==> src/common/soc_pkg.sv <==
package soc_pkg;

   ////////////////////
   // bus widths
   ////////////////////
   localparam int data_w = 32;
   localparam int addr_w = 32;
   // one strobe per byte lane
   localparam int strb_w = data_w / 8;

   ////////////////////
   // memory sizes
   ////////////////////
   // byte address widths, word index sits above the two offset bits
   localparam int boot_addr_w = 12;
   localparam int main_addr_w = 14;

   ////////////////////
   // reset timing
   ////////////////////
   // top bit of the counter marks end of power-on, after 1024 cycles
   localparam int por_cnt_w       = 11;
   localparam int soft_rst_cycles = 4;
   localparam int soft_cnt_w      = $clog2(soft_rst_cycles + 1);

   ////////////////////
   // address map
   ////////////////////
   // top word of the space, writing it moves low region to main ram
   localparam logic [addr_w-1:0] switch_addr = 32'hffff_fffc;
   // regions picked by address bits 31..30
   localparam logic [1:0] low_region      = 2'b00;
   localparam logic [1:0] main_alias_base = 2'b01;
   localparam logic [1:0] uart_base       = 2'b10;

   ////////////////////
   // uart
   ////////////////////
   // bit 2 clear is divider, bit 2 set is data
   localparam int uart_sel_bit = 2;
   localparam logic [data_w-1:0] uart_div_reset = 32'd16;
   // start, 8 data, stop
   localparam int uart_frame_w = 10;
   localparam int uart_cnt_w   = $clog2(uart_frame_w);

   // decode result for each request
   typedef enum logic [2:0] {
      target_boot,
      target_main,
      target_uart,
      target_switch,
      target_none
   } target_t;

endpackage

==> src/common/native_bus_if.sv <==
interface native_bus_if;
   import soc_pkg::*;

   // request side
   logic              valid;
   logic [addr_w-1:0] addr;
   logic [data_w-1:0] wdata;
   // zero strobe means read
   logic [strb_w-1:0] wstrb;

   // response side, ready is a single-cycle pulse
   logic [data_w-1:0] rdata;
   logic              ready;

   // requester
   modport master (output valid, addr, wdata, wstrb, input rdata, ready);

   // responder
   modport slave (input valid, addr, wdata, wstrb, output rdata, ready);

   // observes only the response, for the read mux
   modport resp (input rdata, ready);

endinterface

==> src/hw/bus_decode.sv <==
module bus_decode (
   input  logic                      clk,
   input  logic                      reset,
   input  logic                      sys_ready,
   input  logic                      mem_sel,
   input  logic                      bus_valid,
   input  logic [soc_pkg::addr_w-1:0] bus_addr,
   input  logic [soc_pkg::data_w-1:0] bus_wdata,
   input  logic [soc_pkg::strb_w-1:0] bus_wstrb,
   native_bus_if.master              boot,
   native_bus_if.master              main,
   native_bus_if.master              uart,
   output soc_pkg::target_t          target,
   output logic                      req_start,
   output logic                      switch_write
);
   import soc_pkg::*;

   logic    req;
   logic    req_q;
   target_t dec;

   // nothing is accepted before power-on completes
   assign req = bus_valid && sys_ready;
   // first cycle of a request, valid drops between requests
   assign req_start = req && !req_q;

   ////////////////////
   // address decode
   ////////////////////
   always_comb begin
      if (bus_addr == switch_addr) begin
         dec = target_switch;
      end else begin
         case (bus_addr[addr_w-1 -: 2])
            // low region follows the memory-select flag
            low_region:      dec = mem_sel ? target_main : target_boot;
            main_alias_base: dec = target_main;
            uart_base:       dec = target_uart;
            default:         dec = target_none;
         endcase
      end
   end

   ////////////////////
   // slave request steering
   ////////////////////
   // only the chosen slave sees valid
   assign boot.valid = req && (dec == target_boot);
   assign main.valid = req && (dec == target_main);
   assign uart.valid = req && (dec == target_uart);

   // payload fans out to all slaves
   assign boot.addr  = bus_addr;
   assign boot.wdata = bus_wdata;
   assign boot.wstrb = bus_wstrb;
   assign main.addr  = bus_addr;
   assign main.wdata = bus_wdata;
   assign main.wstrb = bus_wstrb;
   assign uart.addr  = bus_addr;
   assign uart.wdata = bus_wdata;
   assign uart.wstrb = bus_wstrb;

   // target held for the read mux, switch strobe once per write
   always_ff @(posedge clk or posedge reset) begin
      if (reset) begin
         req_q        <= 1'b0;
         target       <= target_none;
         switch_write <= 1'b0;
      end else begin
         req_q        <= req;
         switch_write <= req_start && (dec == target_switch) && (|bus_wstrb);
         if (req_start) begin
            target <= dec;
         end
      end
   end

endmodule

==> src/flat_wrapper.sv <==
// flat-port wrapper written by rule: the top's interface ports become plain ports
module bus_decode_flat import soc_pkg::*;
  (clk, reset, sys_ready, mem_sel, bus_valid, bus_addr, bus_wdata, bus_wstrb, target, req_start, switch_write, boot_valid, boot_addr, boot_wdata, boot_wstrb, boot_rdata, boot_ready, main_valid, main_addr, main_wdata, main_wstrb, main_rdata, main_ready, uart_valid, uart_addr, uart_wdata, uart_wstrb, uart_rdata, uart_ready);
  native_bus_if boot_i ();
  native_bus_if main_i ();
  native_bus_if uart_i ();
  input  logic clk;
  input  logic reset;
  input  logic sys_ready;
  input  logic mem_sel;
  input  logic bus_valid;
  input  logic [soc_pkg::addr_w-1:0] bus_addr;
  input  logic [soc_pkg::data_w-1:0] bus_wdata;
  input  logic [soc_pkg::strb_w-1:0] bus_wstrb;
  output soc_pkg::target_t target;
  output logic req_start;
  output logic switch_write;
  output wire logic [$bits(boot_i.valid)-1:0] boot_valid;
  output wire logic [$bits(boot_i.addr)-1:0] boot_addr;
  output wire logic [$bits(boot_i.wdata)-1:0] boot_wdata;
  output wire logic [$bits(boot_i.wstrb)-1:0] boot_wstrb;
  input wire logic [$bits(boot_i.rdata)-1:0] boot_rdata;
  input wire logic [$bits(boot_i.ready)-1:0] boot_ready;
  output wire logic [$bits(main_i.valid)-1:0] main_valid;
  output wire logic [$bits(main_i.addr)-1:0] main_addr;
  output wire logic [$bits(main_i.wdata)-1:0] main_wdata;
  output wire logic [$bits(main_i.wstrb)-1:0] main_wstrb;
  input wire logic [$bits(main_i.rdata)-1:0] main_rdata;
  input wire logic [$bits(main_i.ready)-1:0] main_ready;
  output wire logic [$bits(uart_i.valid)-1:0] uart_valid;
  output wire logic [$bits(uart_i.addr)-1:0] uart_addr;
  output wire logic [$bits(uart_i.wdata)-1:0] uart_wdata;
  output wire logic [$bits(uart_i.wstrb)-1:0] uart_wstrb;
  input wire logic [$bits(uart_i.rdata)-1:0] uart_rdata;
  input wire logic [$bits(uart_i.ready)-1:0] uart_ready;
  assign boot_valid = boot_i.valid;
  assign boot_addr = boot_i.addr;
  assign boot_wdata = boot_i.wdata;
  assign boot_wstrb = boot_i.wstrb;
  assign boot_i.rdata = boot_rdata;
  assign boot_i.ready = boot_ready;
  assign main_valid = main_i.valid;
  assign main_addr = main_i.addr;
  assign main_wdata = main_i.wdata;
  assign main_wstrb = main_i.wstrb;
  assign main_i.rdata = main_rdata;
  assign main_i.ready = main_ready;
  assign uart_valid = uart_i.valid;
  assign uart_addr = uart_i.addr;
  assign uart_wdata = uart_i.wdata;
  assign uart_wstrb = uart_i.wstrb;
  assign uart_i.rdata = uart_rdata;
  assign uart_i.ready = uart_ready;
  bus_decode u_core (.clk(clk), .reset(reset), .sys_ready(sys_ready), .mem_sel(mem_sel), .bus_valid(bus_valid), .bus_addr(bus_addr), .bus_wdata(bus_wdata), .bus_wstrb(bus_wstrb), .boot(boot_i), .main(main_i), .uart(uart_i), .target(target), .req_start(req_start), .switch_write(switch_write));
endmodule
==> config.mk <==
export PLATFORM = sky130hd
export DESIGN_NAME = bus_decode_flat
export DESIGN_NICKNAME = d
export VERILOG_FILES = /design/src/common/soc_pkg.sv /design/src/common/native_bus_if.sv /design/src/hw/bus_decode.sv /design/src/flat_wrapper.sv
export SDC_FILE = /design/constraint.sdc
export NUM_CORES = 1
export LEC_CHECK = 0
export BUFFER_PORTS_ARGS = -buffer_cell sky130_fd_sc_hd__buf_2
export CAP_MARGIN = 5
export CORE_AREA = 2 2 150 152
export DETAILED_ROUTE_END_ITERATION = 7
export DIE_AREA = 0 0 152 154
export SLEW_MARGIN = 30
export SYNTH_ARGS = -nofsm -noshare
export SYNTH_HDL_FRONTEND = slang
export SYNTH_SLANG_ARGS = --single-unit
==> constraint.sdc <==
create_clock -name clk -period 3.2 [get_ports clk]
set_clock_uncertainty 0.2 [all_clocks]
set_input_delay 0.32 -clock clk [delete_from_list [all_inputs] [get_ports clk]]
set_output_delay 0.32 -clock clk [all_outputs]
set_load 0.05 [all_outputs]
Word level (Yosys, flattened, before mapping)

Cells that the tools add are included.

Bits of input ports: 172
Word-level logic and storage cells: 23
Output and inout port bits: 212
Flip-flop bits (word level): 5

Reductions and logical operators: 11
Eq/ne operators: 6
Muxes and demuxes: 3

Operator list:

| cell                                                 | number |
|---|---|
| equality test 32 bit (second input constant)         | 1 |
| case mux 3 bit (3 select lines)                      | 1 |
| logical AND 1 bit                                    | 7 |
| equality test 3 x 2 -> 1 bit (second input constant) | 2 |
| OR reduction 4 bit                                   | 1 |
| equality test 3 x 1 -> 1 bit (second input constant) | 1 |
| logical NOT 3 bit                                    | 1 |
| 2-to-1 mux 3 bit                                     | 1 |
| equality test 2 x 1 -> 1 bit (second input constant) | 1 |
| equality test 2 bit (second input constant)          | 1 |
| logical NOT 2 bit                                    | 1 |
| logical NOT 1 bit                                    | 1 |
| 2-to-1 mux 1 bit                                     | 1 |

Longest topological paths before layout

Gate-level depths: netlist of run 1.

Depth in word-level cells: 6
Depth in mapped cells: 4
Gate-level depth less buffers: 4

Worst setup path after synthesis of run 1

No wires, ideal clock.

Kind: input to output
Start: in bus_addr[16] in the netlist's numbering
End: out main_valid
Cell stages on the path: 3
Buffers on the path: 0
Data required time: 2680 ps
Path slack: 988 ps
Data arrival time: 1692 ps
Path through: nand4_1 -> nor4_2 -> a211oi_1

Longest elaborated chain between the ends: 4

RTL lines:

| what                         | line               | RTL |
|---|---|---|
| start, declared              | flat_wrapper.sv:12 | `input logic [soc_pkg::addr_w-1:0] bus_addr;` |
| equality test 32 bit         | bus_decode.sv:32   | `if (bus_addr == switch_addr) begin` |
| 2-to-1 mux 3 bit             | bus_decode.sv:32   |  |
| equality test 3 x 1 -> 1 bit | bus_decode.sv:50   | `assign main.valid = req && (dec == target_main);` |
| logical AND 1 bit            | bus_decode.sv:50   |  |
| end, declared                | flat_wrapper.sv:24 | `output wire logic [$bits(main_i.valid)-1:0] main_valid;` |

No other way between the ends.

Final worst setup path of run 1

Start: in bus_addr[10] in the netlist's numbering
End: out boot_valid

Longest elaborated chain between the ends: 4

RTL lines:

| what                 | line               | RTL |
|---|---|---|
| equality test 32 bit | bus_decode.sv:32   |  |
| 2-to-1 mux 3 bit     | bus_decode.sv:32   |  |
| logical NOT 3 bit    | bus_decode.sv:49   | `assign boot.valid = req && (dec == target_boot);` |
| logical AND 1 bit    | bus_decode.sv:49   |  |
| end, declared        | flat_wrapper.sv:18 | `output wire logic [$bits(boot_i.valid)-1:0] boot_valid;` |

No other way between the ends.

==> results of run 1 <==
worst max path at each step:
stage                 start    endpoint  slack [ns]  depth (start not counted)
2_1_floorplan  bus_addr[16]  main_valid        0.99                          3
6_report       bus_addr[10]  boot_valid        0.92                          6
3_5_place_dp   bus_addr[10]  boot_valid        0.75                          6
3_3_place_gp   bus_addr[14]  boot_valid        0.79                          6
4_1_cts        bus_addr[10]  boot_valid        0.75                          6
5_1_grt        bus_addr[10]  boot_valid        0.68                          6
registers in the layout (all words and copies together) (netlist names):
| name | count |
|---|---|
| u_core.req_q | 1 |
| u_core.switch_write | 1 |
| u_core.target | 3 |
cell type report:
type	count	share of cell area (%)
multi-input combinational	26	14.0
sequential	5	8.03
clock buffer	4	5.01
tap	280	22.3
timing repair buffer	157	50.2
inverter	2	0.477
routing by layer:
metal  share of wire (%)  GRT usage [%]
met5                   0              0
met2                  47           5.96
met3                  20           2.68
met1                  29           3.07
met4                 3.4           1.87
worst register-to-register path, cell delays in order (launching register included):
cell	delay, ns
dfrtp_1	0.35
nor2_1	0.40
nor2b_1	0.11
a41o_1	0.22
power by group through the flow:
stage / Sequential (uW) / Combinational [uW] / Clock [uW]
final: 73.9 / 427 / 206
after CTS: 73.8 / 431 / 209
after floorplan: 95.3 / 710 / 0
after global routing: 74.6 / 442 / 214
after global placement: 74.3 / 429 / 0
after detailed placement: 74.5 / 430 / 0
stage by stage:
step	setup slack [ns]	power (uW)	util (%)	std cells	instance area [um2]
after detailed placement	0.752	505	6.85	469	1490
after CTS	0.751	714	7.26	474	1570
after global placement	0.788	503	6.85	469	1490
after floorplan	0.988	806	-	237	1890
after global routing	0.678	730	7.26	474	1570
final	0.922	707	7.26	474	1570
cell families after synthesis:
kind of cell,Yosys count
buf+inv,206
compound gates,7
simple gates,19
flops,5
cell usage after synthesis:
master | count | area share, %
nor4_4 | 1 | 1.1
nand2_2 | 1 | 0.33
o21bai_1 | 1 | 0.40
nand4b_4 | 2 | 2.5
a41o_1 | 1 | 0.53
a211oi_1 | 2 | 0.80
buf_4 | 204 | 81
a31oi_1 | 2 | 0.66
dfrtp_1 | 4 | 5.3
dfstp_2 | 1 | 1.4
inv_1 | 2 | 0.40
and4b_1 | 1 | 0.53
nand2_1 | 1 | 0.20
o41ai_1 | 1 | 0.46
nor2b_1 | 1 | 0.33
nor2_1 | 4 | 0.80
nand4_1 | 6 | 2.0
nor4_2 | 1 | 0.66
nand2b_1 | 1 | 0.33
what timing repair did:
action / 4_1_cts / 5_1_grt
setup endpoints to repair: 0 / 0
hold endpoints to repair: 4 / 0
hold buffers: 1 / 0
==> impl_metrics.json, run 1 <==
{
  "rr_worst_depth": 3,
  "start_util_pct": 8.69,
  "synthXorXnorAreaFrac_pct": 0,
  "drtAntennaViolNets": 0,
  "rows": 54,
  "critPathLaunchType": "input port",
  "fillCellCount": 2520,
  "maxCapViolations": 0,
  "htreeDepth": 1,
  "fp.dieArea_um2": 23400,
  "crit_path_end_kind": "output pin",
  "netlist_area_um2": 1890,
  "hpwl_mm": 4.46,
  "ys_types": 19,
  "die_h_um": 154,
  "arrival_ns": 1.76,
  "clkTransAtPathRegs_ns": 0.03,
  "tns_ns": 0,
  "synthCells": 237,
  "ff_latch_area_um2": 126,
  "cts_tree": "yes",
  "vias": 1041,
  "crit_type": "input port to output pin",
  "grt_max_degree": 9,
  "antenna_found_initial": 0,
  "slew_headroom_pct": 66.8,
  "io_buffers": 156,
  "wl_per_cell_um": 10.1,
  "whs_ns": 0.164,
  "crit_path_cell_trace": "buf_2, nand4_1, nor4_2, nand2_2, and4b_1, buf_2",
  "grt-ovfl-total": 0,
  "setup_viol": 0,
  "dr.pass1.iters": 5,
  "status": "completed",
  "rr_startpoint": "u_core.req_q$_DFF_PP0_",
  "p_leak_uw": 0.000823,
  "irDropWorstVdd_v": 0.000146,
  "post-route-min-period_ns": 2.28,
  "rr_endpoint": "u_core.target[2]$_DFFE_PP1P_",
  "synth.mux.area_fraction_pct": 0,
  "grt_pass1_vias": 853,
  "cp.required_ns": 2.68,
  "seq_area_frac_synth_pct": 6.70,
  "ctsResizeCount": 0,
  "rsz0062_at_grt": "false",
  "max_slew.worst_pin.slew_ns": 0.497,
  "hp-start": "sys_ready",
  "crit_slowest_cell": "nor4_2",
  "crit_fanout": 5,
  "min_to": "u_core.req_q$_DFF_PP0_",
  "cts_made_buffers": 3,
  "min_path_cells": 3,
  "routabilityCongestion": 0.613,
  "critPathBufInv": 2,
  "finalNetCount": 367,
  "layout_commonest_cell": "buf_2",
  "synth_compound_area_share_pct": 2.85,
  "ys_ff_latch": 5,
  "clkPwrFrac_pct": 29.2,
  "netSwitchingFraction_pct": 55.3,
  "synth_top_family_by_area": "buffers and inverters",
  "hold_violations": 0,
  "path_delay_family": "simple AND/OR/NAND/NOR gates",
  "synthSimpleGateAreaFrac_pct": 8.83,
  "final_cell_mix": "156 x buf_2, 6 x nand4_1, 4 x nor2_1, 4 x dfrtp_1, 3 x clkbuf_16",
  "r2r_slack_ns": 1.85,
  "syn2layout_area_growth_pct": -16.5,
  "drive_above_1_share_pct": 85.1,
  "routed_wirelength_mm": 4.79,
  "cellPowerDensity_nw_per_um2": 449,
  "timing.final.crit_share_pct": 71.2,
  "seqPwrFrac_pct": 10.4,
  "multiInputGateArea_um2": 220,
  "p_sw_uw": 391,
  "drt_iter0_drc": 34,
  "p_comb_share_pct": 60.3,
  "post_cts_buffers": 0,
  "clk_latency_ns": 0.23,
  "p_int_uw": 316,
  "clockRootBuffer": "clkbuf_16",
  "grt_usage_pct": 3.54,
  "clock-sinks": 5,
  "yosys_warnings": 0,
  "core_um2": 21700,
  "crit_top_cell": "buf_2",
  "avgViaCountPerCell": 2.20,
  "min_path_type": "input port to flop",
  "fmax_mhz": 439,
  "drc": 0,
  "clk_path_buf_depth": 2,
  "finalMaxSlewViolations": 0,
  "crit_path_max_incr_delay_ns": 0.53,
  "antennaDiodeCount": 0,
  "die_w_um": 152,
  "syn-num-nets": 409,
  "io_pins": 384,
  "grt_pass1_wl_mm": 6.02,
  "synthAdderAreaFrac_pct": 0,
  "postSynthAreaPerCell_um2": 7.96
}
No activity file was read; power rests on OpenSTA's default activity.
==> inputs of run 2 (changes only) <==
--- a/config.mk
+++ b/config.mk
@@ -7,9 +7,9 @@
 export LEC_CHECK = 0
 export BUFFER_PORTS_ARGS = -buffer_cell sky130_fd_sc_hd__buf_2
 export CAP_MARGIN = 5
-export CORE_AREA = 2 2 150 152
+export CORE_AREA = 2 2 147 149
 export DETAILED_ROUTE_END_ITERATION = 7
-export DIE_AREA = 0 0 152 154
+export DIE_AREA = 0 0 149 151
 export SLEW_MARGIN = 30
 export SYNTH_ARGS = -nofsm -noshare
 export SYNTH_HDL_FRONTEND = slang
==> constraint.sdc (replaced) <==
create_clock -name clk -period 2.35 [get_ports clk]
set_clock_uncertainty 0.2 [all_clocks]
set_input_delay 0.235 -clock clk [delete_from_list [all_inputs] [get_ports clk]]
set_output_delay 0.235 -clock clk [all_outputs]
set_load 0.05 [all_outputs]
==> run 2 against run 1 <==
Combinational power grew 36%. Cell count shrank 0.63%. Hold slack lost 0.072 ns. Worst setup slack lost 0.56 ns. Sequential cell count is the same. Non-clock buffer count grew 2. Die area shrank 3.9%. Clock-buffer cell count is the same. Via count grew 1.1%. Sequential power grew 35%. Critical path type unchanged. Largest cell class unchanged. Highest routed layer unchanged.
==> impl_metrics.json, run 2 (synthesized netlist as in run 1, its figures left out) <==
{
  "top_regs": "u_core.target: 3 flops, u_core.req_q: 1 flops, u_core.switch_write: 1 flops",
  "arrival_ns": 1.56,
  "fmax_mhz": 502,
  "cp.required_ns": 1.91,
  "placed_cells": 466,
  "cts_made_buffers": 3,
  "rr_startpoint": "u_core.req_q$_DFF_PP0_",
  "routabilityCongestion": 0.588,
  "io_pins": 384,
  "grt-ovfl-total": 0,
  "fin_ws_ns": 0.359,
  "critPathLaunchType": "input port",
  "drc": 0,
  "post-route-min-period_ns": 1.99,
  "htreeDepth": 1,
  "top_register": "u_core.target",
  "grt_usage_pct": 3.59,
  "wl_per_cell_um": 10.1,
  "grt_max_degree": 9,
  "fin_util_pct": 7.60,
  "dr.pass1.iters": 3,
  "clk_path_buf_depth": 2,
  "vias": 1052,
  "hpwl_mm": 4.41,
  "rr_endpoint": "u_core.target[2]$_DFFE_PP1P_",
  "hold_violations": 0,
  "antenna_found_initial": 0,
  "ctsResizeCount": 0,
  "syn2layout_area_growth_pct": -16.1,
  "grt_pass1_vias": 824,
  "grt_pass1_wl_mm": 5.59,
  "rows": 53,
  "fin_total_pwr_uw": 963,
  "crit_path_end_kind": "output pin",
  "crit_type": "input port to output pin",
  "r2r_slack_ns": 1.24,
  "timing.final.crit_share_pct": 84.7,
  "crit_fanout": 5,
  "hp-start": "sys_ready",
  "final_cell_mix": "156 x buf_2, 6 x nand4_1, 4 x nor2_1, 4 x dfrtp_1, 3 x clkbuf_16",
  "clockRootBuffer": "clkbuf_16",
  "rr_worst_depth": 4,
  "min_path_cells": 3,
  "min_to": "u_core.req_q$_DFF_PP0_",
  "max_slew.worst_pin.slew_ns": 0.317,
  "slew_headroom_pct": 78.6,
  "start_util_pct": 9.06,
  "stdcell_count": 471,
  "drt_iter0_drc": 16,
  "fillCellCount": 2463,
  "setup_viol": 0,
  "rsz0062_at_grt": "false",
  "finalMaxSlewViolations": 0,
  "post-place-ws_ns": 0.218,
  "cts_tree": "yes",
  "clock-sinks": 5,
  "tns_ns": 0,
  "core_um2": 20800,
  "io_buffers": 156,
  "layout_commonest_cell": "buf_2",
  "min_path_type": "input port to flop",
  "die_w_um": 149,
  "status": "completed",
  "p_leak_uw": 0.000834,
  "clk_latency_ns": 0.23,
  "antennaDiodeCount": 0,
  "fp.dieArea_um2": 22500,
  "finalNetCount": 369,
  "avgViaCountPerCell": 2.23,
  "largest_register_ffs": 3,
  "cellPowerDensity_nw_per_um2": 608,
  "routed_wirelength_mm": 4.77,
  "clkTransAtPathRegs_ns": 0.03,
  "die_h_um": 151,
  "maxCapViolations": 0,
  "drtAntennaViolNets": 0,
  "irDropWorstVdd_v": 0.000231,
  "drive_above_1_share_pct": 85.2
}
run 2: cell types whose count changed in the layout (fill, tap and decap cells not counted):
cell,before,now
buf_4,0,2
run 2: final cells by class:
type                       instances  area [um2]  area share, %
timing repair buffer             159         806           50.9
tap                              275         344           21.7
multi-input combinational         26         220           13.9
sequential                         5         126           7.98
clock buffer                       4        78.8           4.98
inverter                           2        7.51          0.474
run 2: worst max-delay path by stage:
| stage | from | endpoint | slack, ns |
|---|---|---|---|
| 6_report | bus_addr[10] | boot_valid | 0.36 |
| 5_1_grt | bus_addr[4] | boot_valid | 0.20 |
| 4_1_cts | bus_addr[4] | boot_valid | 0.22 |
| 3_5_place_dp | bus_addr[4] | boot_valid | 0.22 |
| 3_3_place_gp | bus_addr[4] | boot_valid | 0.21 |
| 2_1_floorplan | bus_addr[16] | main_valid | 0.31 |
run 2: power by group:
part	total (uW)	internal, uW	switching [uW]
logic	581	110	471
clock network	281	225	56.5
registers	100	96.8	3.54
run 2: stage by stage:
| step | hold WS [ns] | cell area (um2) |
|---|---|---|
| after global routing | 0.117 | 1580 |
| after CTS | 0.0919 | 1580 |
| after global placement | -0.0632 | 1490 |
| after detailed placement | -0.0584 | 1490 |
| final | 0.0927 | 1580 |
| after floorplan | -0.187 | 1890 |
run 2: layer usage:
metal | routed length, um | track usage [%]
met5 | 0 | 0
met4 | 342 | 3.33
met3 | 949 | 2.47
met2 | 2180 | 5.83
met1 | 1300 | 2.88
run 2: worst max-delay path: stages:
cell	delay (ns)
buf_2	0.15
nand4_1	0.18
nor4_2	0.32
buf_4	0.18
nand2_2	0.08
and4b_1	0.21
buf_2	0.21
run 2: timing repair:
action                                  CTS  global route
endpoints found under the hold margin     5             0
setup buffers                             0             0
endpoints found under the setup margin    0             0
hold buffers                              1             0
